--- src/hci_pkg.sv ---
// ==============================
// shared widths, apb register map and mux select codes.
// tcdm addresses are word addresses and wrap inside one bank.
// apb offsets are byte offsets and must be word aligned.
// ==============================
`default_nettype none

package hci_pkg;

  // ==============================
  // tcdm geometry.
  // ==============================
  localparam int unsigned DATA_W    = 32;
  localparam int unsigned BE_W      = DATA_W / 8;
  localparam int unsigned ADDR_W    = 10;
  localparam int unsigned MEM_WORDS = 1 << ADDR_W;
  // one more bit than the address, so a run can span the whole bank.
  localparam int unsigned LEN_W     = ADDR_W + 1;

  // ==============================
  // apb register map.
  // ==============================
  localparam int unsigned APB_ADDR_W = 8;

  localparam logic [APB_ADDR_W-1:0] REG_CTRL    = 8'h00;
  localparam logic [APB_ADDR_W-1:0] REG_BASE    = 8'h04;
  localparam logic [APB_ADDR_W-1:0] REG_LEN     = 8'h08;
  localparam logic [APB_ADDR_W-1:0] REG_PATTERN = 8'h0C;
  localparam logic [APB_ADDR_W-1:0] REG_STATUS  = 8'h10;
  localparam logic [APB_ADDR_W-1:0] REG_SUM     = 8'h14;

  // select codes of the static mux.
  localparam logic SEL_FILL = 1'b0;
  localparam logic SEL_SUM  = 1'b1;

endpackage

`default_nettype wire

--- src/hci_core_mux_static.sv ---
// ==============================
// static two-way tcdm mux with no arbitration.
// the two inputs must never be active at the same time.
// clock and reset only match the dynamic mux's ports.
// ==============================
`timescale 1ns/1ps
`default_nettype none

module hci_core_mux_static (
  input  logic                       clk_i,
  input  logic                       arst_n_i,
  input  logic                       sel_i,
  input  logic                       in0_tcdm_req_i,
  output logic                       in0_tcdm_gnt_o,
  input  logic [hci_pkg::ADDR_W-1:0] in0_tcdm_add_i,
  input  logic                       in0_tcdm_wen_i,
  input  logic [hci_pkg::DATA_W-1:0] in0_tcdm_data_i,
  input  logic [hci_pkg::BE_W-1:0]   in0_tcdm_be_i,
  output logic [hci_pkg::DATA_W-1:0] in0_tcdm_r_data_o,
  output logic                       in0_tcdm_r_valid_o,
  input  logic                       in1_tcdm_req_i,
  output logic                       in1_tcdm_gnt_o,
  input  logic [hci_pkg::ADDR_W-1:0] in1_tcdm_add_i,
  input  logic                       in1_tcdm_wen_i,
  input  logic [hci_pkg::DATA_W-1:0] in1_tcdm_data_i,
  input  logic [hci_pkg::BE_W-1:0]   in1_tcdm_be_i,
  output logic [hci_pkg::DATA_W-1:0] in1_tcdm_r_data_o,
  output logic                       in1_tcdm_r_valid_o,
  output logic                       out_tcdm_req_o,
  input  logic                       out_tcdm_gnt_i,
  output logic [hci_pkg::ADDR_W-1:0] out_tcdm_add_o,
  output logic                       out_tcdm_wen_o,
  output logic [hci_pkg::DATA_W-1:0] out_tcdm_data_o,
  output logic [hci_pkg::BE_W-1:0]   out_tcdm_be_o,
  input  logic [hci_pkg::DATA_W-1:0] out_tcdm_r_data_i,
  input  logic                       out_tcdm_r_valid_i
);
  import hci_pkg::*;

  logic use1;

  assign use1 = (sel_i == SEL_SUM);

  // request fields come from the selected port.
  assign out_tcdm_req_o  = use1 ? in1_tcdm_req_i  : in0_tcdm_req_i;
  assign out_tcdm_add_o  = use1 ? in1_tcdm_add_i  : in0_tcdm_add_i;
  assign out_tcdm_wen_o  = use1 ? in1_tcdm_wen_i  : in0_tcdm_wen_i;
  assign out_tcdm_data_o = use1 ? in1_tcdm_data_i : in0_tcdm_data_i;
  assign out_tcdm_be_o   = use1 ? in1_tcdm_be_i   : in0_tcdm_be_i;

  // handshakes go back to the selected port only.
  assign in0_tcdm_gnt_o     = ~use1 & out_tcdm_gnt_i;
  assign in1_tcdm_gnt_o     =  use1 & out_tcdm_gnt_i;
  assign in0_tcdm_r_valid_o = ~use1 & out_tcdm_r_valid_i;
  assign in1_tcdm_r_valid_o =  use1 & out_tcdm_r_valid_i;

  // read data is broadcast, r_valid qualifies it.
  assign in0_tcdm_r_data_o = out_tcdm_r_data_i;
  assign in1_tcdm_r_data_o = out_tcdm_r_data_i;

endmodule

`default_nettype wire

--- config.mk ---
export PLATFORM = sky130hd
export DESIGN_NAME = hci_core_mux_static
export DESIGN_NICKNAME = d
export VERILOG_FILES = /design/src/hci_pkg.sv /design/src/hci_core_mux_static.sv
export SDC_FILE = /design/constraint.sdc
export NUM_CORES = 1
export LEC_CHECK = 0
export ABC_AREA = 1
export ABC_CLOCK_PERIOD_IN_PS = 800
export BUFFER_PORTS_ARGS = -buffer_cell sky130_fd_sc_hd__buf_2
export CAP_MARGIN = 25
export CORE_AREA = 2 2 97 99
export DETAILED_ROUTE_END_ITERATION = 12
export DIE_AREA = 0 0 99 101
export PLACE_DENSITY = 0.49
export SLEW_MARGIN = 0
export SYNTH_ARGS = -nofsm -noshare
export SYNTH_HDL_FRONTEND = slang
export SYNTH_SLANG_ARGS = --single-unit
--- constraint.sdc ---
create_clock -name vclk -period 0.8
set_input_delay 0.04 -clock vclk [all_inputs]
set_output_delay 0.04 -clock vclk [all_outputs]
set_load 0.005 [all_outputs]
# ---- Word-level counts from Yosys, hierarchy flattened
# Cells that the tools add are included.
dict set report op_classes {
  n_mux 5
  bitwise_logic 5
}
# cell n
set ops {}
lappend ops {{$mux 32} 1}
lappend ops {{$mux 10} 1}
lappend ops {{$and 1x1->1} 4}
lappend ops {{$mux 4} 1}
lappend ops {{$mux 1} 2}
lappend ops {{$not 1->1} 1}
dict set report word_totals {
  inputBits 133
  register_bits 0
  word_cells 10
  output_inout_bits 116
}

# ---- Longest topological paths before layout
dict set report depth {
  word_depth 2
  depth_mapped 6
  ltp_nobuf 3
}

# ---- Worst setup path before layout
# OpenSTA, ideal clock, no wires.
dict set report synth_path {
  path_kind {input port to output port}
  from {input port sel_i}
  to {output port out_tcdm_be_o[0] in the netlist's numbering}
  path_stages 6
  slack_ns 0.188
  t_required_ns 0.760
  t_arrival_ns 0.572
  cell_sequence {buf_4 > inv_2 > buf_6 > buf_6 > nand2_1 > nand2_1}
}
dict set report synth_via {
  elab_chain_len 1
}
# element line
set synth_rtl {}
lappend synth_rtl {{start, declared} hci_core_mux_static.sv:12} ;# input logic sel_i,
lappend synth_rtl {{$mux 4} hci_core_mux_static.sv:49} ;# assign out_tcdm_be_o = use1 ? in1_tcdm_be_i : in0_tcdm_be_i;
lappend synth_rtl {{end, declared} hci_core_mux_static.sv:34} ;# output logic [hci_pkg::BE_W-1:0] out_tcdm_be_o,
# Every way passes these cells.

# ---- Final worst setup path
dict set report layout_path {
  from {input port sel_i}
  to {output port out_tcdm_data_o[15] in the netlist's numbering}
}
dict set report layout_via {
  elab_chain_len 1
}
# element line
set layout_rtl {}
lappend layout_rtl {{$mux 32} hci_core_mux_static.sv:48} ;# assign out_tcdm_data_o = use1 ? in1_tcdm_data_i : in0_tcdm_data_i;
lappend layout_rtl {{end, declared} hci_core_mux_static.sv:33} ;# output logic [hci_pkg::DATA_W-1:0] out_tcdm_data_o,
# Every way passes these cells.

==> flow_metrics.tcl <==
set metrics [dict create \
    numPortBuffers 151 \
    synth.net_count 361 \
    tightest_slew_ns 0.180 \
    hold-path-cell-count 0 \
    status "finished clean" \
    cts_hold_buf 0 \
    antenna_found_initial 0 \
    vias 1497 \
    maxCapViolations 0 \
    gr-total-overflow 0 \
    finalSetupViolations 0 \
    first_iter_violations 29 \
    period_share 0.931 \
    drt_wl_total_mm 3.98 \
    grt_max_degree 30 \
    critPathCaptureType "output pin" \
    area_growth_pct 41.8 \
    powerDensity_nw_per_um2 497 \
    gp_congestion 0.598 \
    min_path_type "primary input to output pin" \
    yosysWarnings 0 \
    hold_start "out_tcdm_r_data_i[21]" \
    synth_area_um2 1130 \
    slew_viol_final 0 \
    drtAntennaViolNets 0 \
    regArea_um2 0 \
    first_global_vias 1155 \
    drcViolationCount 0 \
    cp-start-kind "primary input" \
    cp.required_ns 0.76 \
    worstPathMaxFanout 12 \
    vias_per_cell 3.56 \
    synth_cell_types 7 \
    first_pass_iters 4 \
    netlist_instances 228 \
    n_clock_buffer 0 \
    grtUsageTotal 0.0582 \
    drive_gt1_frac 0.510 \
    cp_cell_sequence "buf_2 > inv_6 > clkbuf_16 > nand2_1 > nand2_1 > buf_2" \
    nNetsFinal 445 \
    cp_slowest_stage_delay_ns 0.19 \
    p_leak_uw 0.00113 \
    final_cell_mix "buf_2, nand2_1, inv_1, buf_12" \
    path_delay_family "buffers and inverters" \
    relSlewSlack 0.880 \
    ys_seq_area_frac 0 \
    syn_avg_cell_area_um2 4.96 \
    yosys.area.top_type "nand2_1" \
    hold_path_end "in0_tcdm_r_data_o[21]" \
    netlist_top_cells_area "nand2_1, buf_4, buf_2" \
    diodes 0 \
    grt_setup_unrepaired "false" \
    dp_hpwl_mm 3.14 \
    wire_per_inst_um 9.46 \
    fin_tns_setup_ns 0 \
    hold_viol 0 \
    start_util 0.126 \
    fmax_mhz 1340 \
    final_common_cell "buf_2" \
    die_y_um 101 \
    fin_total_pwr_uw 797 \
    die_w_um 99 \
    ir_drop_mv 0.0941 \
    period_minus_slack_ns 0.745 \
    crit_start "sel_i" \
    slowest_stage "buf_2" \
    io_pins 249 \
    grt_pass1_wl_mm 4.96 \
    die_area_um2 10000 \
    n_sequential_cell 0 \
    cp_num_buf_inv 4 \
    synth_top_area_share 0.485 \
    num_rows 35 \
    core_region_area_um2 8980 \
    timing_worst_setup_path_type "primary input to output pin" \
    arrival_ns 0.70 \
]
-- synth_stat cells --
master / count
buf_2: 7
buf_4: 65
buf_6: 3
inv_1: 4
inv_2: 1
nand2_1: 146
nor2_1: 2
-- area by class of cell --
cell class / instances / area, um2
fillers: 1040 / 7370
inverters: 5 / 23.8
multi-input cells: 148 / 556
well taps: 111 / 139
repair buffers: 157 / 886
-- where the power goes --
| part | switching (uW) | internal, uW |
|---|---|---|
| Sequential | 0 | 0 |
| Combinational | 352 | 445 |
| Clock | 0 | 0 |
-- through the flow --
stage               hold WS, ns  cell area [um2]   util  setup slack, ns  std cells
floorplan                 0.147             1130      -            0.188        228
CTS                      0.0801             1550  0.173           0.0351        419
global placement         0.0801             1550  0.173           0.0509        419
global route             0.0800             1600  0.179          0.00257        421
finish                   0.0800             1600  0.179           0.0550        421
detailed placement       0.0801             1550  0.173           0.0442        419
-- worst max path at each step --
stage | end | slack [ns] | cells past startpoint
after floorplan | out_tcdm_be_o[0] | 0.19 | 6
after detailed placement | out_tcdm_data_o[2] | 0.04 | 6
after global routing | out_tcdm_data_o[21] | 0.003 | 6
after CTS | out_tcdm_data_o[2] | 0.04 | 6
after global placement | out_tcdm_data_o[2] | 0.05 | 6
final | out_tcdm_data_o[15] | 0.06 | 6
-- what timing repair did --
action / in CTS / in global routing
setup buffers: 0 / 0
resized for setup: 0 / 2
setup endpoints to repair: 0 / 7
-- cells by family (layout without fill, tap and decap cells) --
kind of cell | after synthesis | count (layout) | synth area share
buffers and inverters | 80 | 162 | 0.509
AND/OR/NAND/NOR | 148 | 148 | 0.491
-- metal layers --
layer	up-vias	global-route usage	wire (um)
met3	35	0.00763	437
met2	87	0.116	1970
met5	-	0	0
met4	0	0.0411	238
met1	606	0.0533	1330
li1	769	-	-
Note: power is estimated with default switching activity, not from simulation.
