<file path="src/hci_pkg.sv">
// ==============================
// shared widths, apb register map and mux select codes.
// tcdm addresses are word addresses and wrap inside one bank.
// apb offsets are byte offsets and must be word aligned.
// ==============================
`default_nettype none

package hci_pkg;

  // ==============================
  // tcdm geometry.
  // ==============================
  localparam int unsigned DATA_W    = 32;
  localparam int unsigned BE_W      = DATA_W / 8;
  localparam int unsigned ADDR_W    = 10;
  localparam int unsigned MEM_WORDS = 1 << ADDR_W;
  // one more bit than the address, so a run can span the whole bank.
  localparam int unsigned LEN_W     = ADDR_W + 1;

  // ==============================
  // apb register map.
  // ==============================
  localparam int unsigned APB_ADDR_W = 8;

  localparam logic [APB_ADDR_W-1:0] REG_CTRL    = 8'h00;
  localparam logic [APB_ADDR_W-1:0] REG_BASE    = 8'h04;
  localparam logic [APB_ADDR_W-1:0] REG_LEN     = 8'h08;
  localparam logic [APB_ADDR_W-1:0] REG_PATTERN = 8'h0C;
  localparam logic [APB_ADDR_W-1:0] REG_STATUS  = 8'h10;
  localparam logic [APB_ADDR_W-1:0] REG_SUM     = 8'h14;

  // select codes of the static mux.
  localparam logic SEL_FILL = 1'b0;
  localparam logic SEL_SUM  = 1'b1;

endpackage

`default_nettype wire

</file>
<file path="src/hci_fill_streamer.sv">
// ==============================
// tcdm write master, word base+i gets pattern+i.
// base, len and pattern must stay stable from start to done.
// ==============================
`timescale 1ns/1ps
`default_nettype none

module hci_fill_streamer (
  input  logic                        clk_i,
  input  logic                        arst_n_i,
  input  logic                        start_i,
  input  logic [hci_pkg::ADDR_W-1:0]  base_i,
  input  logic [hci_pkg::LEN_W-1:0]   len_i,
  input  logic [hci_pkg::DATA_W-1:0]  pattern_i,
  output logic                        done_o,
  output logic                        tcdm_req_o,
  input  logic                        tcdm_gnt_i,
  output logic [hci_pkg::ADDR_W-1:0]  tcdm_add_o,
  output logic                        tcdm_wen_o,
  output logic [hci_pkg::DATA_W-1:0]  tcdm_data_o,
  output logic [hci_pkg::BE_W-1:0]    tcdm_be_o
);
  import hci_pkg::*;

  logic             active_q;
  logic [LEN_W-1:0] idx_q;
  logic             last;

  assign last = (idx_q == len_i);

  // request held until granted, fields follow the index.
  assign tcdm_req_o  = active_q & ~last;
  // address wraps at the bank end.
  assign tcdm_add_o  = base_i + idx_q[ADDR_W-1:0];
  assign tcdm_wen_o  = 1'b0;
  assign tcdm_data_o = pattern_i + DATA_W'(idx_q);
  assign tcdm_be_o   = '1;

  // high for the one cycle after the last grant.
  assign done_o = active_q & last;

  always_ff @(posedge clk_i or negedge arst_n_i) begin
    if (!arst_n_i) begin
      active_q <= 1'b0;
      idx_q    <= '0;
    end else if (start_i) begin
      active_q <= 1'b1;
      idx_q    <= '0;
    end else if (done_o) begin
      active_q <= 1'b0;
    end else if (tcdm_req_o && tcdm_gnt_i) begin
      idx_q <= idx_q + 1'b1;
    end
  end

endmodule

`default_nettype wire

</file>
<file path="config.mk">
export PLATFORM = sky130hd
export DESIGN_NAME = hci_fill_streamer
export DESIGN_NICKNAME = d
export VERILOG_FILES = /design/src/hci_pkg.sv /design/src/hci_fill_streamer.sv
export SDC_FILE = /design/constraint.sdc
export NUM_CORES = 1
export LEC_CHECK = 0
export ABC_CLOCK_PERIOD_IN_PS = 6600
export BUFFER_PORTS_ARGS = -buffer_cell sky130_fd_sc_hd__buf_2
export CAP_MARGIN = 20
export CORE_UTILIZATION = 52
export DETAILED_ROUTE_END_ITERATION = 8
export PLACE_DENSITY = 0.88
export SLEW_MARGIN = 20
export SYNTH_ARGS = -nofsm -noshare
export SYNTH_HDL_FRONTEND = slang
export SYNTH_SLANG_ARGS = --single-unit
export TNS_END_PERCENT = 100
</file>
<file path="constraint.sdc">
create_clock -name clk_i -period 6.6 [get_ports clk_i]
set_clock_uncertainty 0.2 [all_clocks]
set_input_delay 0.66 -clock clk_i [delete_from_list [all_inputs] [get_ports clk_i]]
set_output_delay 0.66 -clock clk_i [all_outputs]
set_load 0.05 [all_outputs]
</file>
## Word level (Yosys, flattened, before mapping)

Cells that the tools add are included.

- Word-level logic and storage cells: 19
- Bits of input ports: 57
- Output and inout bits: 49
- Register bits after elaboration: 12

- Bitwise logic cells: 3
- Reduce and logical (&&, ||, !) cells: 4
- Muxes and demuxes: 5
- Add/sub/neg operators: 3
- Equal/unequal tests: 2

Operator list:

| operator | count |
|---|---|
| 11-bit two-way mux | 3 |
| 32-bit by 11-bit adder with 32-bit output | 1 |
| 11-bit by 1-bit adder with 11-bit output, second input constant | 1 |
| 11-bit equality test | 1 |
| 10-bit adder | 1 |
| 2-bit nonzero test | 2 |
| 1-bit AND | 2 |
| 1-bit two-way mux | 2 |
| 2-bit != test, second input constant | 1 |
| 2-bit AND reduction | 1 |
| 1-bit logical AND | 1 |
| 1-bit NOT | 1 |

## Longest topological paths before layout

- Word-level depth: 7
- Gate-level depth with buffers: 8
- Depth with buffers taken out: 7

## Worst setup path after synthesis

No wires, ideal clock.

- Path kind: input to output
- Start: in pattern_i[7] in the netlist's numbering
- End: out tcdm_data_o[11] in the netlist's numbering
- Cell stages on the path: 7
- Arrival time: 3.508 ns
- Path buffers: 1
- Slack: 2.232 ns
- Data required time: 5.740 ns
- Path through: ha_1 buf_2 and4_1 and3_1 a32oi_1 and2_1 o311ai_0

- Cells in the longest elaborated chain, start to end: 1

RTL lines:

| what | line | RTL |
|---|---|---|
| from (decl) | hci_fill_streamer.sv:14 | `input logic [hci_pkg::DATA_W-1:0] pattern_i,` |
| 32-bit by 11-bit adder with 32-bit output | hci_fill_streamer.sv:36 | `assign tcdm_data_o = pattern_i + DATA_W'(idx_q);` |
| to (decl) | hci_fill_streamer.sv:20 | `output logic [hci_pkg::DATA_W-1:0] tcdm_data_o,` |

No other way between the ends.

## Final worst setup path

- Start: reg idx_q[0]
- End: out tcdm_data_o[12] in the netlist's numbering

- Cells in the longest elaborated chain, start to end: 1

RTL lines:

| what | line | RTL |
|---|---|---|
| from (decl) | hci_fill_streamer.sv:26 | `logic [LEN_W-1:0] idx_q;` |
| from (signal assigned) | hci_fill_streamer.sv:52 | `idx_q <= idx_q + 1'b1;` |
| 32-bit by 11-bit adder with 32-bit output | hci_fill_streamer.sv:36 |  |

No other way between the ends.

==> results.py <==
metrics = {
    "power": {
        "clkPwrFrac": 0.232,
        "p_comb_frac": 0.533,
        "p_sw_uw": 159,
        "powerDensity_nw_per_um2": 119,
        "p_leak_uw": 0.00135,
        "power_switching_share": 0.471,
        "power_uw": 337,
        "seqPwrFrac": 0.235,
        "peakVddDrop_mv": 0.128,
        "p_int_uw": 178,
    },
    "synthesis": {
        "yosys-top-cells-area": "dfrtp_1, xor2_1, ha_1",
        "synth_ff_type": "dfrtp_1",
        "async_reset_ff_frac": 1.00,
        "synth-xor-area-share": 0.174,
        "yosysSeqAreaShare": 0.132,
        "synth-adder-area-share": 0.133,
        "synth_warnings": 0,
        "synth_area_um2": 2270,
        "synth-simple-area-share": 0.236,
        "synth_edf_count": 0,
        "synth.avg_cell_area_um2": 7.80,
        "synth.distinct_cells": 51,
        "synth_top_area_frac": 0.132,
        "synth_top_family_by_area": "compound AO/OA/AOI/OAI gates",
        "postSynthCellCount": 291,
        "synth-compound-area-share": 0.261,
        "synth_area_leader_cell": "dfrtp_1",
        "ys_ff_latch": 12,
        "muxShareOfSynthArea": 0.00883,
    },
    "setup_path": {
        "path_cells": "ha_1, fa_1, a211oi_1, o21ai_1, a31oi_2, nor3_1, a311o_1, buf_2",
        "crit_arrival_ns": 2.99,
        "worst-path-buf-inv": 1,
        "critPathTopFamily": "compound AO/OA/AOI/OAI gates",
        "crit_start": "idx_q[0]$_DFFE_PN0P_",
        "slowest_stage": "dfrtp_1",
        "cp-end-kind": "primary output",
        "critPathRequiredTime_ns": 5.74,
        "cp_max_fo": 7,
        "slowest_delay_ns": 0.49,
        "critPathLaunchType": "flop",
        "r2r-start": "idx_q[3]$_DFFE_PN0P_",
        "crit_type": "flop to primary output",
    },
    "timing": {
        "max_slew_margin": 0.472,
        "fmax_ghz": 0.260,
        "setup_ws_ns": 2.75,
        "final.min_clock_period_ns": 3.85,
        "hold_viol": 0,
        "drv_slew": 0,
        "fin_crit_sh": 0.583,
        "setup_viol": 0,
        "setup_tns_ns": 0,
        "tightestPinTransition_ns": 0.788,
        "rsz0062_at_grt": "false",
    },
    "cts": {
        "clock_sinks": 12,
        "postCtsSetupBuffers": 0,
        "path_clk_slew_ns": 0.05,
        "cts_tree": "built",
        "htree_levels": 1,
        "cts_made_buffers": 3,
        "clkLatencyLatePin_ns": 0.24,
        "ctsResizeCount": 0,
        "ctsHoldBuffers": 0,
        "clockBufferDepth": 2,
        "cts-root-buf": "clkbuf_8",
    },
    "flow_run": {
        "maxCapViolations": 0,
    },
    "drt": {
        "dr.pass1.iters": 4,
        "wl_met1_um": 2400,
        "routed_wl_um": 6140,
        "ant_nets": 0,
        "wl_met3_um": 448,
        "dr.max_layer_used": "met4",
        "viasPerCell": 5.94,
        "initialDrtViolationCount": 138,
        "drc": 0,
        "drt-wirelength-per-cell_um": 14.0,
        "vias": 2597,
        "dr_wl_met2_um": 3220,
    },
    "cells_and_area": {
        "fin_area_um2": 2820,
        "layout-drive-gt1-share": 0.297,
        "nets": 468,
        "areaGrowthSynthToFinish_pct": 24.3,
        "final_core_util": 0.690,
        "fillCellCount": 357,
        "n_antenna_cell": 0,
    },
    "global_routing": {
        "grt_overflow": 0,
        "grt.total_usage": 0.253,
        "grt_max_degree": 21,
        "antenna_found_initial": 0,
        "grt_pass1_vias": 2253,
        "grt_pass1_wl_um": 9200,
    },
    "hold_path": {
        "hold_path_class": "primary input to asynchronous set/reset pin",
    },
    "die": {
        "fp.dieH_um": 68.1,
        "dieWidth_um": 68.1,
        "io_pins": 106,
        "dieArea_um2": 4630,
        "initial_core_util": 0.555,
        "core-area_um2": 4090,
        "placementRows": 23,
    },
    "place": {
        "io_buffers": 100,
        "gp_congestion": 0.826,
        "dp_worst_setup_slack_ns": 2.40,
        "dp_hpwl_um": 4900,
        "postPlaceCellArea_um2": 2760,
    },
    "status": {
        "outcome": "completed",
    },
}
==> power groups by stage <==
stage	Sequential [uW]	Combinational, uW	Clock, uW
after floorplan	78.8	136	0
final	79.2	180	78.1
after CTS	79.2	179	80.3
after global placement	80.3	176	0
after global routing	79.4	192	82.1
after detailed placement	80.5	179	0
==> worst paths after layout <==
kind,end,slack (ns),cells after the start
setup reg to reg,idx_q[8]$_DFFE_PN0P_,4.22,5
hold / removal,idx_q[1]$_DFFE_PN0P_,0.08,1
hold reg to reg,idx_q[10]$_DFFE_PN0P_,0.43,2
max in group asynchronous,idx_q[9]$_DFFE_PN0P_,5.90,1
setup / recovery,tcdm_data_o[12],2.75,8
min in group clk_i,idx_q[10]$_DFFE_PN0P_,0.43,2
==> flip-flops by register name, indices dropped and copies added (netlist names) <==
register / flops
idx_q: 11
active_q: 1
==> final cells by class <==
class / instances / area [um^2] / share of cell area
multi-input cells: 262 / 1860 / 0.661
well taps: 50 / 62.6 / 0.0222
flip-flops and latches: 12 / 300 / 0.106
inverters: 8 / 30.0 / 0.0106
clock buffers: 4 / 55.1 / 0.0195
repair buffers: 101 / 508 / 0.180
==> kinds of logic (layout without fill, tap and decap cells) <==
logic type	after synthesis	after routing
compound gates	85	85
buf+inv	20	113
mux	2	2
simple gates	102	102
fa+ha+maj	23	23
other cells	2	5
xor+xnor	45	45
flops	12	12
==> metrics by stage <==
stage | hold WS (ns) | cells
3_3_place_gp | 0.346 | 432
6_report | 0.0838 | 437
3_5_place_dp | 0.348 | 432
2_1_floorplan | 0.164 | 294
5_1_grt | 0.108 | 437
4_1_cts | 0.0904 | 436
==> placed cells by master, fill, tap and decap left out, types with 8 or more instances in the layout <==
cell type  count
ha_1          21
a21oi_1       31
dfrtp_1       12
nor3_1         8
nor2_1        12
o21ai_0       15
xnor2_1       13
buf_2        100
xor2_1        32
nand2_1       23
nand3_1       18
==> synthesized netlist by cell type (2+ instances only) <==
master / number
xor2_1: 32
a21oi_1: 31
nand2_1: 23
ha_1: 21
nand3_1: 18
o21ai_0: 15
xnor2_1: 13
dfrtp_1: 12
nor2_1: 12
buf_4: 8
nor3_1: 8
inv_1: 7
nand4_1: 7
or3_1: 7
and3_1: 6
a211oi_1: 5
a21o_1: 5
a2111oi_2: 4
nor4_1: 4
or4_1: 4
a311o_1: 3
and2_1: 3
and4_1: 3
o311ai_0: 3
o31ai_1: 3
or2_2: 3
a2111oi_0: 2
a21boi_0: 2
buf_2: 2
conb_1: 2
fa_1: 2
mux2i_1: 2
==> routing by layer <==
metal,GRT usage,vias up
met5,0,-
met4,0.0547,0
met3,0.0383,6
met2,0.496,108
met1,0.279,1199
li1,-,1284
Note: power is estimated with default switching activity, not from simulation.
