==> src/hci_pkg.sv <==
// ==============================
// shared widths, apb register map and mux select codes.
// tcdm addresses are word addresses and wrap inside one bank.
// apb offsets are byte offsets and must be word aligned.
// ==============================
`default_nettype none

package hci_pkg;

  // ==============================
  // tcdm geometry.
  // ==============================
  localparam int unsigned DATA_W    = 32;
  localparam int unsigned BE_W      = DATA_W / 8;
  localparam int unsigned ADDR_W    = 10;
  localparam int unsigned MEM_WORDS = 1 << ADDR_W;
  // one more bit than the address, so a run can span the whole bank.
  localparam int unsigned LEN_W     = ADDR_W + 1;

  // ==============================
  // apb register map.
  // ==============================
  localparam int unsigned APB_ADDR_W = 8;

  localparam logic [APB_ADDR_W-1:0] REG_CTRL    = 8'h00;
  localparam logic [APB_ADDR_W-1:0] REG_BASE    = 8'h04;
  localparam logic [APB_ADDR_W-1:0] REG_LEN     = 8'h08;
  localparam logic [APB_ADDR_W-1:0] REG_PATTERN = 8'h0C;
  localparam logic [APB_ADDR_W-1:0] REG_STATUS  = 8'h10;
  localparam logic [APB_ADDR_W-1:0] REG_SUM     = 8'h14;

  // select codes of the static mux.
  localparam logic SEL_FILL = 1'b0;
  localparam logic SEL_SUM  = 1'b1;

endpackage

`default_nettype wire

==> src/hci_sum_streamer.sv <==
// ==============================
// pipelined tcdm read master with a wrapping 32-bit sum.
// reads issue on every grant, so several can be in flight.
// sum_o is final when done_o pulses.
// ==============================
`timescale 1ns/1ps
`default_nettype none

module hci_sum_streamer (
  input  logic                        clk_i,
  input  logic                        arst_n_i,
  input  logic                        start_i,
  input  logic [hci_pkg::ADDR_W-1:0]  base_i,
  input  logic [hci_pkg::LEN_W-1:0]   len_i,
  output logic                        done_o,
  output logic [hci_pkg::DATA_W-1:0]  sum_o,
  output logic                        tcdm_req_o,
  input  logic                        tcdm_gnt_i,
  output logic [hci_pkg::ADDR_W-1:0]  tcdm_add_o,
  output logic                        tcdm_wen_o,
  output logic [hci_pkg::DATA_W-1:0]  tcdm_data_o,
  output logic [hci_pkg::BE_W-1:0]    tcdm_be_o,
  input  logic [hci_pkg::DATA_W-1:0]  tcdm_r_data_i,
  input  logic                        tcdm_r_valid_i
);
  import hci_pkg::*;

  logic              active_q;
  logic [LEN_W-1:0]  iss_q;
  logic [LEN_W-1:0]  rsp_q;
  logic [DATA_W-1:0] acc_q;
  logic              rsp_en;

  // issue side, one read per granted cycle.
  assign tcdm_req_o  = active_q & (iss_q != len_i);
  assign tcdm_add_o  = base_i + iss_q[ADDR_W-1:0];
  assign tcdm_wen_o  = 1'b1;
  assign tcdm_data_o = '0;
  assign tcdm_be_o   = '1;

  // response side, counts returned words.
  assign rsp_en = active_q & tcdm_r_valid_i;
  assign done_o = active_q & (rsp_q == len_i);
  assign sum_o  = acc_q;

  always_ff @(posedge clk_i or negedge arst_n_i) begin
    if (!arst_n_i) begin
      active_q <= 1'b0;
      iss_q    <= '0;
      rsp_q    <= '0;
    end else if (start_i) begin
      active_q <= 1'b1;
      iss_q    <= '0;
      rsp_q    <= '0;
    end else if (done_o) begin
      active_q <= 1'b0;
    end else begin
      if (tcdm_req_o && tcdm_gnt_i) begin
        iss_q <= iss_q + 1'b1;
      end
      if (rsp_en) begin
        rsp_q <= rsp_q + 1'b1;
      end
    end
  end

  // accumulator, cleared by start.
  always_ff @(posedge clk_i) begin
    if (start_i) begin
      acc_q <= '0;
    end else if (rsp_en) begin
      acc_q <= acc_q + tcdm_r_data_i;
    end
  end

endmodule

`default_nettype wire

==> config.mk <==
export PLATFORM = sky130hd
export DESIGN_NAME = hci_sum_streamer
export DESIGN_NICKNAME = d
export VERILOG_FILES = /design/src/hci_pkg.sv /design/src/hci_sum_streamer.sv
export SDC_FILE = /design/constraint.sdc
export NUM_CORES = 1
export LEC_CHECK = 0
export BUFFER_PORTS_ARGS = -buffer_cell sky130_fd_sc_hd__buf_2
export CORE_ASPECT_RATIO = 1.2
export CORE_UTILIZATION = 57
export DETAILED_ROUTE_END_ITERATION = 8
export MAX_ROUTING_LAYER = met4
export PLACE_DENSITY = 0.95
export SLEW_MARGIN = 10
export SYNTH_ARGS = -nofsm -noshare
export SYNTH_HDL_FRONTEND = slang
export SYNTH_SLANG_ARGS = --single-unit
==> constraint.sdc <==
create_clock -name clk_i -period 4.4 [get_ports clk_i]
set_input_delay 0.66 -clock clk_i [delete_from_list [all_inputs] [get_ports clk_i]]
set_output_delay 0.66 -clock clk_i [all_outputs]
set_load 0.03 [all_outputs]
# Word level (Yosys, flattened, before mapping)
# Cells that the tools add are included.
word_totals:
  reg_bits: 55
  in_bits: 58
classes:
  add_sub_neg: 4
  n_eq_ne: 3
  n_mux: 8
  bitwise_logic: 3
  n_reduce_logical: 6
ops:
  columns: ["operator", "n"]
  rows:
  - ["$mux W11", 6]
  - ["$add A32 B32 Y32", 1]
  - ["$add A11 B1 Y11 const B", 2]
  - ["$eq A11 B11 Y1", 1]
  - ["$ne A11 B11 Y1", 1]
  - ["$add A10 B10 Y10", 1]
  - ["$reduce_bool A2 Y1", 3]
  - ["$reduce_and A2 Y1", 2]
  - ["$and A1 B1 Y1", 3]
  - ["$mux W1", 2]
  - ["$ne A2 B2 Y1 const B", 1]
  - ["$logic_and A1 B1 Y1", 1]

# Longest topological paths before layout
logic_depth:
  depth_word: 6
  ltp_mapped: 11
  mapped_depth_nobuf: 11

# Worst setup path after synthesis
# Ideal clock, no wire load.
synth_path:
  path_kind: "input to register"
  from: "input tcdm_r_data_i[0] (netlist bit)"
  to: "register acc_q[24] (netlist: sum_o[24])"
  setup_time_ps: 62
  arrival_ps: 3138
  t_required_ps: 4338
  path_slack_ps: 1199
  cell_stages: 11
  path_cell_list: "ha_1 fa_1 a211oi_1 nor2_1 o31a_2 o211ai_2 o21ai_2 a221oi_2 o21bai_1 or4b_1 nand3_1"
synth_between:
  elab_chain_len: 1
synth_rtl:
  columns: ["element", "line_no", "rtl"]
  rows:
  - ["start, declared", "hci_sum_streamer.sv:23", "input logic [hci_pkg::DATA_W-1:0] tcdm_r_data_i,"]
  - ["$add A32 B32 Y32", "hci_sum_streamer.sv:72", "acc_q <= acc_q + tcdm_r_data_i;"]
  - ["end signal, assigned", "hci_sum_streamer.sv:72", null]
  - ["end, declared", "hci_sum_streamer.sv:31", "logic [DATA_W-1:0] acc_q;"]
# Every way passes these cells.
# A chain may end at the register's enable or synchronous reset.

# Worst setup path after layout
layout_path:
  from: "register iss_q[0]"
  to: "output tcdm_add_o[8] (netlist bit)"
layout_between:
  elab_chain_len: 1
layout_rtl:
  columns: ["element", "line_no", "rtl"]
  rows:
  - ["start, declared", "hci_sum_streamer.sv:29", "logic [LEN_W-1:0] iss_q;"]
  - ["start signal, assigned", "hci_sum_streamer.sv:59", "iss_q <= iss_q + 1'b1;"]
  - ["$add A10 B10 Y10", "hci_sum_streamer.sv:36", "assign tcdm_add_o = base_i + iss_q[ADDR_W-1:0];"]
  - ["end, declared", "hci_sum_streamer.sv:19", "output logic [hci_pkg::ADDR_W-1:0] tcdm_add_o,"]
# Every way passes these cells.

==> qor.yml <==
status:
  outcome: "completed"
global_route:
  grtUsageTotal_pct: 27.43
  grt_pass1_wl_mm: 18.74
  grt_overflow_total: 0
  grt_max_degree: 59
  antenna_found_initial: 0
  grt_pass1_vias: 4207
critical_path:
  r2r-start: "sum_o[0]$_SDFFE_PP0P_"
  crit_buf_inv: 1
  crit_start: "iss_q[0]$_DFFE_PN0P_"
  crit_type: "register to primary output"
  crit_chain: "ha_1 -> fa_1 -> a21oi_1 -> nor2_1 -> nor2_1 -> o21bai_1 -> a21oi_1 -> o21bai_1 -> a21oi_1 -> xnor2_1 -> buf_2"
  crit_required_ns: 3.74
  path_depth: 11
  cp_slowest_stage_delay_ns: 0.52
  reg2reg_depth: 11
  crit_fanout: 7
  worst_path_dominant_cell_family: "compound AO/OA/AOI/OAI gates"
  worst_path_max_delay_cell: "dfrtp_1"
  crit_path_start_kind: "register"
  crit_arrival_ns: 2.80
  timing.critical_path.mode_cell: "a21oi_1"
  end_kind: "primary output"
cts:
  clk_pin_slew_worst_paths_ns: 0.10
  cts_tree: "built"
  cts.sinks: 55
  ctsResizeCount: 0
  cts_setup_buffers: 0
  cts.path.max_buffers: 2
  insertion_delay_ns: 0.32
  cts_hold_buf: 0
  root_buffer: "clkbuf_8"
  cts_made_buffers: 5
  cts-htree-levels: 2
power_and_ir_drop:
  powerDensity_nw_per_um2: 312.4
  pwr-share-seq_pct: 36.2
  leakage_uw: 0.002567
  p_clk_share_pct: 17.1
  ir_worst_vdd_mv: 0.1842
  finalPower_uw: 1626
  p_sw_uw: 693.7
  p_comb_share_pct: 46.7
  switching_share_pct: 42.66
  p_int_uw: 932.6
sta:
  max_freq_ghz: 0.2889
  clock_skew_ns: 0.007528
  finalHoldViolCount: 0
  relSlewSlack_pct: 28.45
  tightest_slew_ns: 1.073
  finalMaxSlewViolations: 0
  fin_ws_ns: 0.9381
  fin_crit_ns: 3.462
  layout_worst_path_cycle_share_pct: 78.68
  rsz0062_at_grt: "false"
  tns_ns: 0
  setup-violations-final: 0
floorplan:
  die_height_um: 101.8
  num_rows: 36
  die_area_um2: 8669
  io_pins: 139
  core_area_um2: 8063
  initial_core_util_pct: 58.67
  die-width_um: 85.17
drt:
  vias_per_cell: 5.766
  num_vias: 4428
  wl_mm: 11.32
  drtIter0Drc: 206
  antenna_left: 0
  wire_per_inst_um: 14.74
  drt_first_pass_iters: 5
  drc: 0
logic_synthesis:
  syn_inst: 591
  synth_area_um2: 4731
  synth-async-reset-ratio_pct: 41.82
  synth-edff-count: 0
  synth_cell_type_count: 56
  synthFlopType: "dfxtp_1"
  ys_warn_count: 0
  yosysSeqAreaShare_pct: 25.71
  synth-seq-cells: 55
  avgSynthCellArea_um2: 8.005
placement:
  hpwl_mm: 8.680
  dp_slack_ns: 0.8388
  globalplace.congestion: 0.9530
  io_buffers: 101
finish:
  diodes: 0
  final_layout_size_suffix_gt1_share_pct: 18.13
  layout-area-overhead-vs-synth_pct: 10.02
  nets: 774
run:
  maxCapViolCount: 0
hold_path:
  hold_class: "input pin to async pin"
-- cells in the mapped netlist, drive strengths merged, types with 3 or more instances --
cell type,n,area (µm²)
dfrtp,23,575.6
nand4,15,93.84
o21bai,11,82.58
inv,12,45.04
nand2,63,236.5
a211o,3,26.28
a41oi,3,26.28
a21o,21,157.7
and2,4,25.02
or3,7,43.79
a211oi,9,72.57
a21oi,69,349.1
o21ai,28,143.9
dfxtp,32,640.6
o21a,3,22.52
and3,6,37.54
clkbuf,22,82.58
mux2i,3,30.03
nor2,47,176.4
xor2,29,254.0
xnor2,39,341.6
a22o,3,26.28
nand3,13,65.06
a31oi,3,18.77
buf,42,299.0
nor3,10,55.05
ha,42,525.5
-- cells by family (layout without fill, tap and decap cells) --
family                     Yosys count  after routing  share of synthesized area [%]
DFF                                 55             55                          25.71
muxes                                4              4                         0.8728
AOI/OAI and AO/OA                  166            166                          22.59
xor gates and xnor gates            68             68                          12.59
and+or+nand+nor                    176            176                          17.11
adders and majority gates           44             44                          11.95
buffers and inverters               76            123                          9.019
other                                2             37                         0.1587
-- cell usage in the layout (no fill, tap or decap), types with 4 or more instances in the layout --
cell      instances
conb_1           37
a21oi_1          68
clkbuf_8          5
o21bai_1         11
nor3_1            9
o21ai_0          25
dfrtp_1          23
dfxtp_1          32
buf_2           101
or3_1             7
nand4_1          15
a211oi_1          8
and2_1            4
a21o_1           21
nand3_1          13
nand2_1          63
nor2_1           47
ha_1             42
xor2_1           29
xnor2_1          39
inv_1            12
and3_1            6
-- final timing paths --
| path | endpoint | slack, ns |
|---|---|---|
| worst max-delay path | tcdm_add_o[8] | 0.94 |
| worst min-delay path | iss_q[9]$_DFFE_PN0P_ | 0.31 |
| worst max register to register | sum_o[24]$_SDFFE_PP0P_ | 1.18 |
| worst min register to register | sum_o[0]$_SDFFE_PP0P_ | 0.48 |
| max in group asynchronous | iss_q[8]$_DFFE_PN0P_ | 3.74 |
| min in group clk_i | sum_o[0]$_SDFFE_PP0P_ | 0.48 |
-- per-stage QoR --
stage	hold slack [ns]	instances	instance area, µm²	util [%]
after global routing	0.3305	768	5205	64.56
after detailed placement	0.4663	760	5120	63.50
final	0.3079	768	5205	64.56
after global placement	0.4567	760	5120	63.50
after floorplan	0.3644	626	4862	-
after CTS	0.3082	768	5205	64.56
-- worst reg2reg max path: stages, from the launching register on --
cell and delay (ns):
dfxtp_1 0.33, ha_1 0.25, fa_1 0.45, a211oi_1 0.33, nor2_1 0.12, o31a_2 0.36
o211ai_2 0.23, o21ai_2 0.12, a221oi_2 0.29, o21bai_1 0.12, or4b_1 0.48, nand3_1 0.09
-- cell type report --
| type | instances | area [µm²] |
|---|---|---|
| Clock inverter | 2 | 12.51 |
| Multi-Input combinational cell | 495 | 3219 |
| Timing Repair Buffer | 103 | 520.5 |
| Clock buffer | 6 | 72.57 |
| Sequential cell | 55 | 1216 |
| Fill cell | 689 | 2858 |
| Inverter | 12 | 45.04 |
| Tap cell | 95 | 118.9 |
-- state kept, by name, indices dropped and copies added (netlist names) --
| register | count |
|---|---|
| rsp_q | 11 |
| iss_q | 11 |
| active_q | 1 |
| sum_o | 32 |
-- power by group through the flow --
stage | sequential, µW | combinational (µW) | clock, µW
final | 588 | 759 | 279
after global routing | 594 | 831 | 306
after CTS | 589 | 751 | 291
after detailed placement | 599 | 746 | 0
after global placement | 595 | 730 | 0
after floorplan | 669 | 523 | 0
-- routing by layer --
| layer | share of wire (%) | routed length, µm | GRT usage, % |
|---|---|---|---|
| met1 | 41 | 4663 | 30.81 |
| met2 | 51 | 5760 | 49.32 |
| met3 | 6.1 | 685 | 4.401 |
| met4 | 1.8 | 208 | 9.518 |
| met5 | 0 | 0 | - |
Note: power is estimated with default switching activity, not from simulation.
