`src/hci_pkg.sv`:
```
// ==============================
// shared widths, apb register map and mux select codes.
// tcdm addresses are word addresses and wrap inside one bank.
// apb offsets are byte offsets and must be word aligned.
// ==============================
`default_nettype none

package hci_pkg;

  // ==============================
  // tcdm geometry.
  // ==============================
  localparam int unsigned DATA_W    = 32;
  localparam int unsigned BE_W      = DATA_W / 8;
  localparam int unsigned ADDR_W    = 10;
  localparam int unsigned MEM_WORDS = 1 << ADDR_W;
  // one more bit than the address, so a run can span the whole bank.
  localparam int unsigned LEN_W     = ADDR_W + 1;

  // ==============================
  // apb register map.
  // ==============================
  localparam int unsigned APB_ADDR_W = 8;

  localparam logic [APB_ADDR_W-1:0] REG_CTRL    = 8'h00;
  localparam logic [APB_ADDR_W-1:0] REG_BASE    = 8'h04;
  localparam logic [APB_ADDR_W-1:0] REG_LEN     = 8'h08;
  localparam logic [APB_ADDR_W-1:0] REG_PATTERN = 8'h0C;
  localparam logic [APB_ADDR_W-1:0] REG_STATUS  = 8'h10;
  localparam logic [APB_ADDR_W-1:0] REG_SUM     = 8'h14;

  // select codes of the static mux.
  localparam logic SEL_FILL = 1'b0;
  localparam logic SEL_SUM  = 1'b1;

endpackage

`default_nettype wire

```
`src/hci_apb_ctrl.sv`:
```
// ==============================
// apb register file and fill/sum run sequencer.
// no wait states. config writes are dropped while a run is busy.
// a start while busy is ignored. done is sticky until the next start.
// ==============================
`timescale 1ns/1ps
`default_nettype none

module hci_apb_ctrl (
  input  logic                           clk_i,
  input  logic                           arst_n_i,
  input  logic                           apb_psel_i,
  input  logic                           apb_penable_i,
  input  logic                           apb_pwrite_i,
  input  logic [hci_pkg::APB_ADDR_W-1:0] apb_paddr_i,
  input  logic [hci_pkg::DATA_W-1:0]     apb_pwdata_i,
  output logic [hci_pkg::DATA_W-1:0]     apb_prdata_o,
  output logic                           apb_pready_o,
  output logic                           apb_pslverr_o,
  output logic                           fill_start_o,
  output logic                           sum_start_o,
  output logic [hci_pkg::ADDR_W-1:0]     base_o,
  output logic [hci_pkg::LEN_W-1:0]      len_o,
  output logic [hci_pkg::DATA_W-1:0]     pattern_o,
  output logic                           sel_o,
  output logic                           done_o,
  input  logic                           fill_done_i,
  input  logic                           sum_done_i,
  input  logic [hci_pkg::DATA_W-1:0]     sum_i
);
  import hci_pkg::*;

  typedef enum logic [1:0] {PH_IDLE, PH_FILL, PH_SUM} phase_e;

  phase_e            phase_q;
  logic              busy;
  logic              done_q;
  logic [DATA_W-1:0] sum_q;
  logic              access;
  logic              addr_ok;
  logic              wr_en;
  logic              start_req;

  // ==============================
  // apb decode.
  // ==============================
  assign access  = apb_psel_i & apb_penable_i;
  // word aligned and inside the six-register window.
  assign addr_ok = (apb_paddr_i[1:0] == 2'b00) && (apb_paddr_i <= REG_SUM);
  assign wr_en   = access & apb_pwrite_i & addr_ok;

  assign apb_pready_o  = access;
  assign apb_pslverr_o = access & ~addr_ok;

  assign busy      = (phase_q != PH_IDLE);
  assign start_req = wr_en && (apb_paddr_i == REG_CTRL) && apb_pwdata_i[0] && !busy;

  // read mux, ctrl and unmapped offsets read as zero.
  always_comb begin
    case (apb_paddr_i)
      REG_BASE:    apb_prdata_o = DATA_W'(base_o);
      REG_LEN:     apb_prdata_o = DATA_W'(len_o);
      REG_PATTERN: apb_prdata_o = pattern_o;
      REG_STATUS:  apb_prdata_o = {{(DATA_W-2){1'b0}}, done_q, busy};
      REG_SUM:     apb_prdata_o = sum_q;
      default:     apb_prdata_o = '0;
    endcase
  end

  // configuration registers, frozen during a run.
  always_ff @(posedge clk_i or negedge arst_n_i) begin
    if (!arst_n_i) begin
      base_o    <= '0;
      len_o     <= '0;
      pattern_o <= '0;
    end else if (wr_en && !busy) begin
      case (apb_paddr_i)
        REG_BASE:    base_o    <= apb_pwdata_i[ADDR_W-1:0];
        REG_LEN:     len_o     <= apb_pwdata_i[LEN_W-1:0];
        REG_PATTERN: pattern_o <= apb_pwdata_i;
        default:     ;
      endcase
    end
  end

  // ==============================
  // run sequencer.
  // ==============================
  always_ff @(posedge clk_i or negedge arst_n_i) begin
    if (!arst_n_i) begin
      phase_q      <= PH_IDLE;
      done_q       <= 1'b0;
      sum_q        <= '0;
      sel_o        <= SEL_FILL;
      fill_start_o <= 1'b0;
      sum_start_o  <= 1'b0;
      done_o       <= 1'b0;
    end else begin
      // pulses default low.
      fill_start_o <= 1'b0;
      sum_start_o  <= 1'b0;
      done_o       <= 1'b0;
      case (phase_q)
        PH_IDLE: begin
          if (start_req) begin
            phase_q      <= PH_FILL;
            done_q       <= 1'b0;
            sel_o        <= SEL_FILL;
            fill_start_o <= 1'b1;
          end
        end
        PH_FILL: begin
          // fill has no traffic in flight once it reports done.
          if (fill_done_i) begin
            phase_q     <= PH_SUM;
            sel_o       <= SEL_SUM;
            sum_start_o <= 1'b1;
          end
        end
        PH_SUM: begin
          if (sum_done_i) begin
            phase_q <= PH_IDLE;
            done_q  <= 1'b1;
            sum_q   <= sum_i;
            sel_o   <= SEL_FILL;
            done_o  <= 1'b1;
          end
        end
        default: phase_q <= PH_IDLE;
      endcase
    end
  end

endmodule

`default_nettype wire

```
`config.mk`:
```
export PLATFORM = sky130hd
export DESIGN_NAME = hci_apb_ctrl
export DESIGN_NICKNAME = d
export VERILOG_FILES = /design/src/hci_pkg.sv /design/src/hci_apb_ctrl.sv
export SDC_FILE = /design/constraint.sdc
export NUM_CORES = 1
export LEC_CHECK = 0
export ABC_AREA = 1
export ABC_CLOCK_PERIOD_IN_PS = 3600
export BUFFER_PORTS_ARGS = -buffer_cell sky130_fd_sc_hd__buf_2
export CAP_MARGIN = 40
export CORE_UTILIZATION = 52
export CTS_CLUSTER_SIZE = 14
export DETAILED_ROUTE_END_ITERATION = 6
export GPL_TIMING_DRIVEN = 0
export PLACE_DENSITY = 0.85
export SETUP_SLACK_MARGIN = 0.15
export SLEW_MARGIN = 20
export SYNTH_ARGS = -nofsm -noshare
export SYNTH_HDL_FRONTEND = slang
export SYNTH_SLANG_ARGS = --single-unit
```
`constraint.sdc`:
```
create_clock -name clk_i -period 3.6 [get_ports clk_i]
set_input_delay 0.36 -clock clk_i [delete_from_list [all_inputs] [get_ports clk_i]]
set_output_delay 0.36 -clock clk_i [all_outputs]
set_load 0.05 [all_outputs]
```
== Yosys cells after proc, flatten, opt, wreduce, memory -nomap -nowiden ==
Cells that the tools add are included.
Word-level totals
  input bits: 79
  bits in registers: 92
  logic and storage cells: 62
  output and inout bits: 91
Cells by class
  mux-type cells: 17
  reductions and logical operators: 19
  bitwise gates (word level): 5
  equality and inequality tests: 10
  order comparisons: 1
Operator list (number)
  $pmux 32 s5: 1
  $eq 8x4->1 const B: 2
  $eq 8x5->1 const B: 2
  $mux 1: 10
  $eq 8x3->1 const B: 1
  $le 8x5->1 const B: 1
  $logic_not 8->1: 1
  $reduce_and 2->1: 4
  $mux 2: 3
  $ne 2x2->1 const B: 3
  $pmux 2 s3: 1
  $reduce_and 3->1: 2
  $logic_and 1x1->1: 5
  $and 1x1->1: 4
  $logic_not 2->1: 2
  $reduce_and 4->1: 1
  $reduce_bool 2->1: 2
  $pmux 1 s3: 1
  $reduce_bool 3->1: 1
  $eq 2x1->1 const B: 1
  $eq 2x2->1 const B: 1
  $pmux 1 s2: 1
  $logic_not 1->1: 1
  $not 1->1: 1

== Longest topological paths before layout ==
Gate-level depths: netlist of the first run.
  depth after elaboration: 8
  depth in mapped cells: 11
  mapped depth without buffers: 10

== Worst setup path after synthesis of the first run ==
OpenSTA, ideal clock, no wires.
  path type: input-to-output
  from: input port apb_paddr_i[7] (netlist name)
  to: output port apb_prdata_o[18] (netlist name)
  arrival time: 2.102 ns
  stages on the path: 6
  path buffers: 1
  setup slack: 1.138 ns
  data required time: 3.240 ns
  cells stage by stage: nor2_1 -> nand3_1 -> inv_1 -> nand2_1 -> clkbuf_1 -> o21ai_0
Between the ends
  longest elaborated chain between the ends: 2
  elaborated cells on any way between the ends: 6
  classes of those cells: eq/ne (5); mux (1)
Ends and longest elaborated chain
  start, declared: line hci_apb_ctrl.sv:15  | input logic [hci_pkg::APB_ADDR_W-1:0] apb_paddr_i,
  $eq 8x5->1 (tied with other cells): line hci_apb_ctrl.sv:60  | case (apb_paddr_i)
  $pmux 32 s5 *: line hci_apb_ctrl.sv:60
  end, declared: line hci_apb_ctrl.sv:17  | output logic [hci_pkg::DATA_W-1:0] apb_prdata_o,
Mark *: on every way between the ends. The rest lies on a longest branch, timed or not.

== Final worst setup path of the first run ==
  from: input port apb_paddr_i[6] (netlist name)
  to: output port apb_prdata_o[6] (netlist name)
Same word-level chain as after synthesis.

==> results_dict.tcl, run 1 <==
set metrics [dict create \
    syn_nets 604 \
    synth_top_area_share_pct 55.4 \
    drt_iter0_drc 233 \
    hold_viol 0 \
    max_freq_mhz 419 \
    p_clk_share_pct 26.8 \
    regArea_um2 2300 \
    fin_util_pct 69.3 \
    p_leak_nw 3.04 \
    core_um2 7730 \
    ys_ff_latch 92 \
    firstDrtPassIters 5 \
    critPathKind "in -> out" \
    pre_cts_ws_ns 1.22 \
    crit_path_end_kind "primary output" \
    path_clk_slew_ns 0.10 \
    yosys_warnings 0 \
    antennaDiodeCount 0 \
    htreeDepth 3 \
    die_y_um 91.4 \
    final_common_cell "nand2_1" \
    postSynthAreaPerCell_um2 7.92 \
    setup_violations 0 \
    drv_slew 0 \
    fin_crit_ns 2.39 \
    tns_ns 0 \
    seq_power_share_pct 55.4 \
    wl_per_cell_um 14.5 \
    ant_nets 0 \
    r2r-end "sum_q[0]" \
    peakVddDrop_mv 0.303 \
    port_buffers 169 \
    synth_top_cell_by_area "dfrtp_1" \
    intPower_mw 1.64 \
    p_per_area_nw_per_um2 449 \
    synthCells 525 \
    grt_pass1_vias 4065 \
    start_util_pct 53.8 \
    numCtsBuffers 9 \
    grt_pass1_wl_um 19400 \
    skew_ns 0.00803 \
    hp-class "in -> reg" \
    gp_congestion 0.860 \
    grt_max_degree 48 \
    cts_root_buf "clkbuf_8" \
    remaining_drc_errors 0 \
    cp-start-kind "input port" \
    period_share_pct 66.3 \
    swShare_pct 31.7 \
    nFillCells 664 \
    switchingPower_mw 0.762 \
    min_to "sum_q[21]" \
    tightestPinTransition_ns 0.554 \
    drive_above_1_share_pct 28.4 \
    multi_input_area_um2 1540 \
    hold_ws_ns 0.193 \
    min_path_cells 3 \
    synth_area_um2 4160 \
    syn_to_final_growth_pct 28.7 \
    dpl.hpwl_um 8840 \
    setup_ws_ns 1.21 \
    die_w_um 91.4 \
    synth.area.top_cells "dfrtp_1 55%, nand2_1 21%, o21ai_0 9.4%" \
    grt_overflow 0 \
    maxSlewHeadroom_pct 62.8 \
    path_max_fanout 10 \
    cts_tree "yes" \
    cts.sinks 92 \
    cp.required_ns 3.24 \
    timing.rr.start "phase_q[1]" \
    status "finished clean" \
    p_total_mw 2.40 \
    final_cell_mix "236 x nand2_1, 174 x buf_2, 92 x dfrtp_1" \
    via_count 4212 \
    yosysSeqAreaShare_pct 55.4 \
    rows 32 \
    clk_latency_ns 0.36 \
    ys_types 23 \
    worst-r2r-cell-count 6 \
    antenna_found_initial 0 \
    vias_per_cell 5.17 \
    reg2reg_slack_ns 1.77 \
    worstHoldStart "sum_i[21]" \
    track_usage_pct 30.0 \
    ioPinCount 170 \
    cts_resized 0 \
    maxCapViolCount 0 \
    rsz0062_at_grt "false" \
    design.die.area_um2 8350 \
    cts_buffer_depth 2 \
    worstPathArrival_ns 2.03 \
    drt_wl_total_um 11800 \
    p_comb_share_pct 17.8 \
    fin_nets 786 \
]
==> how the worst max path moves through the flow <==
stage                                   to  slack (ns)           start  depth (start not counted)
after global placement     apb_prdata_o[8]        1.25  apb_paddr_i[6]                         10
after detailed placement   apb_prdata_o[6]        1.22  apb_paddr_i[5]                         10
final                      apb_prdata_o[6]        1.21  apb_paddr_i[6]                         10
after CTS                  apb_prdata_o[6]        1.21  apb_paddr_i[5]                         10
after global routing       apb_prdata_o[3]        1.01  apb_paddr_i[7]                         10
after floorplan           apb_prdata_o[18]        1.14  apb_paddr_i[7]                          6
==> metal layers <==
| layer | part of all wire, % | track usage (%) | vias to the layer above |
|---|---|---|---|
| met4 | 1.8 | 10.1 | 0 |
| li1 | - | - | 2005 |
| met1 | 41 | 38.4 | 1980 |
| met5 | 0 | 0 | - |
| met2 | 49 | 50.3 | 208 |
| met3 | 8.6 | 7.04 | 19 |
==> critical path, cell delays in order <==
cell	delay [ns]
buf_2	0.10
inv_1	0.04
nand2_1	0.06
nor2_1	0.17
nand2_1	0.11
inv_1	0.16
clkbuf_1	0.40
nand2_1	0.16
o2111ai_1	0.16
buf_2	0.30
==> Yosys cell counts, drive strengths merged <==
| library cell | number |
|---|---|
| o221ai | 1 |
| inv | 53 |
| clkbuf | 16 |
| nand2 | 237 |
| a21oi | 4 |
| nand4 | 3 |
| o21ai | 79 |
| o2111ai | 8 |
| dfrtp | 92 |
| nor3 | 5 |
| nor2 | 13 |
| nand3 | 4 |
| o31ai | 1 |
| buf | 8 |
| clkinv | 1 |
==> final cells by class <==
class / instances / area share [%]
Buffer: 24 / 2.10
Clock buffer: 11 / 2.64
Clock inverter: 5 / 0.678
Inverter: 54 / 3.79
Multi-Input combinational cell: 355 / 28.8
Sequential cell: 92 / 43.0
Tap cell: 102 / 2.38
Timing Repair Buffer: 171 / 16.6
==> power by group through the flow <==
stage	clock [mW]	sequential, mW	combinational (mW)
finish	0.644	1.33	0.428
global route	0.693	1.35	0.494
CTS	0.649	1.33	0.433
detailed placement	0	1.35	0.427
global placement	0	1.34	0.402
floorplan	0	1.36	0.245
==> stage by stage <==
step | instance area, µm² | std cells
finish | 5350 | 814
global route | 5350 | 814
CTS | 5350 | 814
detailed placement | 5160 | 797
global placement | 5130 | 796
floorplan | 4160 | 525
==> kinds of logic (layout without fill, tap and decap cells) <==
| logic type | Yosys count | count (layout) | share of synthesized area [%] |
|---|---|---|---|
| compound gates | 93 | 93 | 12.1 |
| buf+inv | 78 | 265 | 7.59 |
| flops | 92 | 92 | 55.4 |
| simple gates | 262 | 262 | 25.0 |
==> repair_timing <==
item | in CTS | in global routing
hold buffers | 1 | 0
buffers inserted | 0 | 0
endpoints found under the hold margin | 45 | 0
==> registers in the layout, summed over array words and instances (netlist names) <==
register / cells
base_o: 10
done_o: 1
done_q: 1
fill_start_o: 1
len_o: 11
pattern_o: 32
phase_q: 2
sel_o: 1
sum_q: 32
sum_start_o: 1
No activity file was read; power rests on OpenSTA's default activity.
==> run 2: changes to the inputs <==
ABC_CLOCK_PERIOD_IN_PS = 2000   (was 3600)
CORE_UTILIZATION = 44   (was 52)
PLACE_DENSITY = 0.77   (was 0.85)
clock period = 2 ns   (was 3.6 ns; I/O delays follow)
==> results_dict.tcl, run 2 (same netlist as run 1, synthesis figures left out) <==
set metrics [dict create \
    gp_congestion 0.913 \
    grt_max_degree 82 \
    skew_ns 0.0162 \
    critPathKind "in -> out" \
    rows 35 \
    path_clk_slew_ns 0.10 \
    setup_violations 0 \
    dpl.hpwl_um 8820 \
    maxSlewHeadroom_pct 62.3 \
    rsz0062_at_grt "true" \
    antenna_found_initial 0 \
    cts.sinks 92 \
    maxCapViolCount 0 \
    period_share_pct 87.8 \
    p_total_mw 4.47 \
    antennaDiodeCount 0 \
    peakVddDrop_mv 0.355 \
    cp.required_ns 1.80 \
    clk_latency_ns 0.36 \
    via_count 4156 \
    final_cell_mix "235 x nand2_1, 162 x buf_2, 92 x dfrtp_1" \
    pre_cts_ws_ns -0.164 \
    numCtsBuffers 9 \
    hold_ws_ns 0.0306 \
    grt_pass1_vias 4055 \
    hp-class "in -> reg" \
    vias_per_cell 5.03 \
    track_usage_pct 25.7 \
    cts_buffer_depth 2 \
    die_y_um 99.2 \
    crit_path_end_kind "primary output" \
    ioPinCount 170 \
    remaining_drc_errors 0 \
    reg_top3 "pattern_o (32), sum_q (32), len_o (11)" \
    p_clk_share_pct 28.6 \
    drive_above_1_share_pct 30.6 \
    seq_power_share_pct 53.8 \
    cts_tree "yes" \
    cp-start-kind "input port" \
    htreeDepth 3 \
    cts_root_buf "clkbuf_8" \
    switchingPower_mw 1.41 \
    fin_nets 789 \
    final_common_cell "nand2_1" \
    drt_wl_total_um 12200 \
    status "finished clean" \
    setup_ws_ns 0.244 \
    tns_ns 0 \
    max_freq_mhz 569 \
    drt_iter0_drc 252 \
    ant_nets 0 \
    tightestPinTransition_ns 0.566 \
    intPower_mw 3.06 \
    wl_per_cell_um 14.7 \
    p_per_area_nw_per_um2 815 \
    grt_overflow 0 \
    path_max_fanout 10 \
    p_comb_share_pct 17.6 \
    grt_pass1_wl_um 19600 \
    firstDrtPassIters 5 \
    drv_slew 0 \
    fin_crit_ns 1.76 \
    syn_to_final_growth_pct 31.9 \
    port_buffers 169 \
    p_leak_nw 3.09 \
    die_w_um 99.2 \
    swShare_pct 31.6 \
    core_um2 9200 \
    worstPathArrival_ns 1.56 \
    design.die.area_um2 9840 \
    hold_viol 0 \
    start_util_pct 45.2 \
]
==> run 2: changes by cell type in the layout (fill, tap and decap cells not counted), moves of 8 or more <==
cell      change
buf_2        -12
clkbuf_1      -9
o21ai_1       +8
o21ai_0       -8
clkbuf_4     +10
buf_4        +10
==> run 2: cell type report <==
class	count	area, µm²
Buffer	24	130
Multi-Input combinational cell	355	1560
Sequential cell	92	2300
Tap cell	111	139
Clock buffer	9	124
Timing Repair inverter	1	5.00
Inverter	54	206
Fill cell	889	3710
Timing Repair Buffer	173	942
Clock inverter	7	73.8
==> run 2: power by group through the flow <==
stage          logic, mW  clock network [mW]  registers (mW)
2_1_floorplan      0.442                   0            2.44
6_report           0.787                1.28            2.40
5_1_grt            0.922                1.39            2.45
3_5_place_dp       0.777                   0            2.42
4_1_cts            0.785                1.31            2.39
3_3_place_gp       0.731                   0            2.41
==> run 2: worst paths after layout <==
kind	startpoint	endpoint	slack [ns]	cells after the start
min	sum_done_i	phase_q[1]	0.03	2
max reg2reg	phase_q[1]	sum_q[4]	0.30	6
min in group asynchronous	arst_n_i	base_o[4]	0.20	2
min reg2reg	sum_q[0]	sum_q[0]	0.48	2
max	apb_paddr_i[1]	apb_prdata_o[7]	0.24	8
max in group asynchronous	arst_n_i	sum_q[0]	1.17	3
==> run 2: what timing repair did <==
action | in CTS | in global routing
cloned | 0 | 1
buffers inserted | 0 | 2
hold buffers | 1 | 0
endpoints found under the hold margin | 92 | 0
resized for setup | 11 | 35
pin swaps | 0 | 1
endpoints found under the setup margin | 31 | 61
==> run 2: through the flow <==
step	util [%]	area, µm²	instances
floorplan	-	4160	525
global placement	55.9	5140	805
detailed placement	56.3	5170	806
CTS	58.7	5400	823
global route	59.6	5480	826
finish	59.6	5480	826
==> run 2: routing by layer <==
metal  vias to the layer above  track usage (%)  share of wire, %
li1                       2011                -                 -
met1                      1968             34.4                45
met2                       160             42.6                48
met3                        17             4.01               6.0
met4                         0             9.62               1.7
met5                         -                0                 0
==> run 2: critical path, cell delays in order <==
cell       delay (ns)
buf_2            0.11
inv_1            0.04
nand2_1          0.08
nor3_1           0.20
nand2_2          0.18
clkbuf_4         0.25
o2111ai_1        0.19
buf_2            0.29
==> run 3: changes to the inputs <==
BUFFER_PORTS_ARGS = -buffer_cell sky130_fd_sc_hd__clkbuf_2   (was -buffer_cell sky130_fd_sc_hd__buf_2)
HOLD_SLACK_MARGIN = 0.06   (was not set)
==> results_dict.tcl, run 3 (same netlist as run 1, synthesis figures left out) <==
set metrics [dict create \
    status "finished clean" \
    intPower_mw 3.12 \
    final_common_cell "nand2_1" \
    peakVddDrop_mv 0.391 \
    antenna_found_initial 0 \
    drt_iter0_drc 333 \
    fin_nets 843 \
    remaining_drc_errors 0 \
    wl_per_cell_um 15.1 \
    switchingPower_mw 1.42 \
    design_area_um2 6010 \
    regArea_um2 2300 \
    antennaDiodeCount 0 \
    syn_to_final_growth_pct 44.6 \
    nFillCells 765 \
    p_total_mw 4.54 \
    hold_viol 0 \
    clk_latency_ns 0.36 \
    numCtsBuffers 9 \
    ioPinCount 170 \
    hp-class "in -> reg" \
    grt_pass1_wl_um 20500 \
    p_clk_share_pct 28.2 \
    worst-r2r-cell-count 6 \
    reg2reg_slack_ns 0.18 \
    core_um2 9200 \
    maxCapViolCount 0 \
    setup_ws_ns 0.181 \
    port_buffers 169 \
    fin_cells 880 \
    pre_cts_ws_ns -0.163 \
    timing.rr.start "phase_q[1]" \
    p_leak_nw 3.34 \
    grt_overflow 0 \
    seq_power_share_pct 52.9 \
    gp_congestion 0.910 \
    final_cell_mix "235 x nand2_1, 146 x clkbuf_2, 92 x dfrtp_1" \
    start_util_pct 45.2 \
    p_comb_share_pct 18.9 \
    reg_top3 "pattern_o (32), sum_q (32), len_o (11)" \
    htreeDepth 3 \
    r2r-end "sum_q[6]" \
    cts_root_buf "clkbuf_8" \
    cts_buffer_depth 2 \
    skew_ns 0.0147 \
    drive_above_1_share_pct 28.3 \
    grt_max_degree 93 \
    drt_wl_total_um 13300 \
    dpl.hpwl_um 8720 \
    maxSlewHeadroom_pct 51.0 \
    path_max_fanout 10 \
    swShare_pct 31.3 \
    firstDrtPassIters 5 \
    use_met1_pct 35.6 \
    via_count 4498 \
    crit_path_end_kind "flip-flop" \
    vias_per_cell 5.11 \
    min_to "sum_q[1]" \
    worstPathArrival_ns 2.08 \
    cp.required_ns 2.26 \
    die_w_um 99.2 \
    place_area_um2 5150 \
    multi_input_area_um2 1550 \
    path_clk_slew_ns 0.10 \
    period_share_pct 91.0 \
    worstHoldStart "sum_i[1]" \
    place_inst 805 \
    die_y_um 99.2 \
    cts_tree "yes" \
    grt_busiest_layer "met2" \
    grt_pass1_vias 4194 \
    tightestPinTransition_ns 0.735 \
    p_per_area_nw_per_um2 754 \
    track_usage_pct 27.0 \
    max_freq_mhz 550 \
    critPathKind "reg -> reg" \
    use_met3_pct 4.01 \
    rsz0062_at_grt "true" \
    min_path_cells 3 \
    setup_violations 0 \
    rows 35 \
    use_met2_pct 45.3 \
    design.die.area_um2 9840 \
    cts.sinks 92 \
    cp-start-kind "flip-flop" \
    ant_nets 0 \
    fin_crit_ns 1.82 \
    drv_slew 0 \
]
-- run 3: worst max path at each step --
stage / from / endpoint / slack (ns) / cells after the start
after global routing: phase_q[1] / sum_q[1] / 0.06 / 6
after detailed placement: apb_paddr_i[6] / apb_prdata_o[9] / -0.16 / 10
after global placement: arst_n_i / pattern_o[22] / -0.37 / 1
after CTS: apb_paddr_i[7] / apb_prdata_o[10] / 0.13 / 8
final: phase_q[1] / sum_q[6] / 0.18 / 6
after floorplan: apb_paddr_i[7] / apb_prdata_o[18] / -0.14 / 6
-- run 3: per-stage QoR --
step                      util [%]  hold WS (ns)  TNS, ns
final                         65.4        0.0678        0
after CTS                     64.4        0.0609        0
after detailed placement      56.0         0.319   -0.857
after global placement        55.9         0.400   -33.66
after floorplan                  -       -0.0956    -1.95
after global routing          65.4        0.0605        0
-- run 3: layout make-up --
cell class / instances / area share, %
sequential: 92 / 38.3
multi-input combinational: 355 / 25.8
timing repair buffer: 227 / 24.6
inverter: 54 / 3.43
tap: 111 / 2.31
buffer: 24 / 2.25
clock buffer: 9 / 2.06
clock inverter: 7 / 1.23
timing repair inverter: 1 / 0.0832
-- run 3: layer usage --
| layer | vias up | part of all wire (%) |
|---|---|---|
| met5 | - | 0 |
| met4 | 0 | 2.7 |
| met3 | 34 | 7.1 |
| met2 | 254 | 49 |
| met1 | 2085 | 42 |
| li1 | 2125 | - |
-- run 3: power groups by stage --
stage	Combinational [mW]	Clock, mW	Sequential, mW
after floorplan	0.442	0	2.44
after CTS	0.850	1.29	2.39
after global placement	0.731	0	2.41
after detailed placement	0.760	0	2.42
after global routing	0.981	1.39	2.43
final	0.858	1.28	2.40
-- run 3: critical path, stage by stage (launching register included) --
cell and delay [ns]:
dfrtp_1 0.41, inv_1 0.10, nor3_2 0.44, inv_1 0.23, clkbuf_1 0.33, nand2_1 0.15, nand2_1 0.06
-- run 3: repair_timing --
action | CTS | global route
pin swaps | 0 | 1
endpoints found under the setup margin | 31 | 61
setup buffers | 0 | 1
hold buffers | 55 | 2
resized for setup | 13 | 61
endpoints found under the hold margin | 146 | 2
gates cloned | 0 | 1
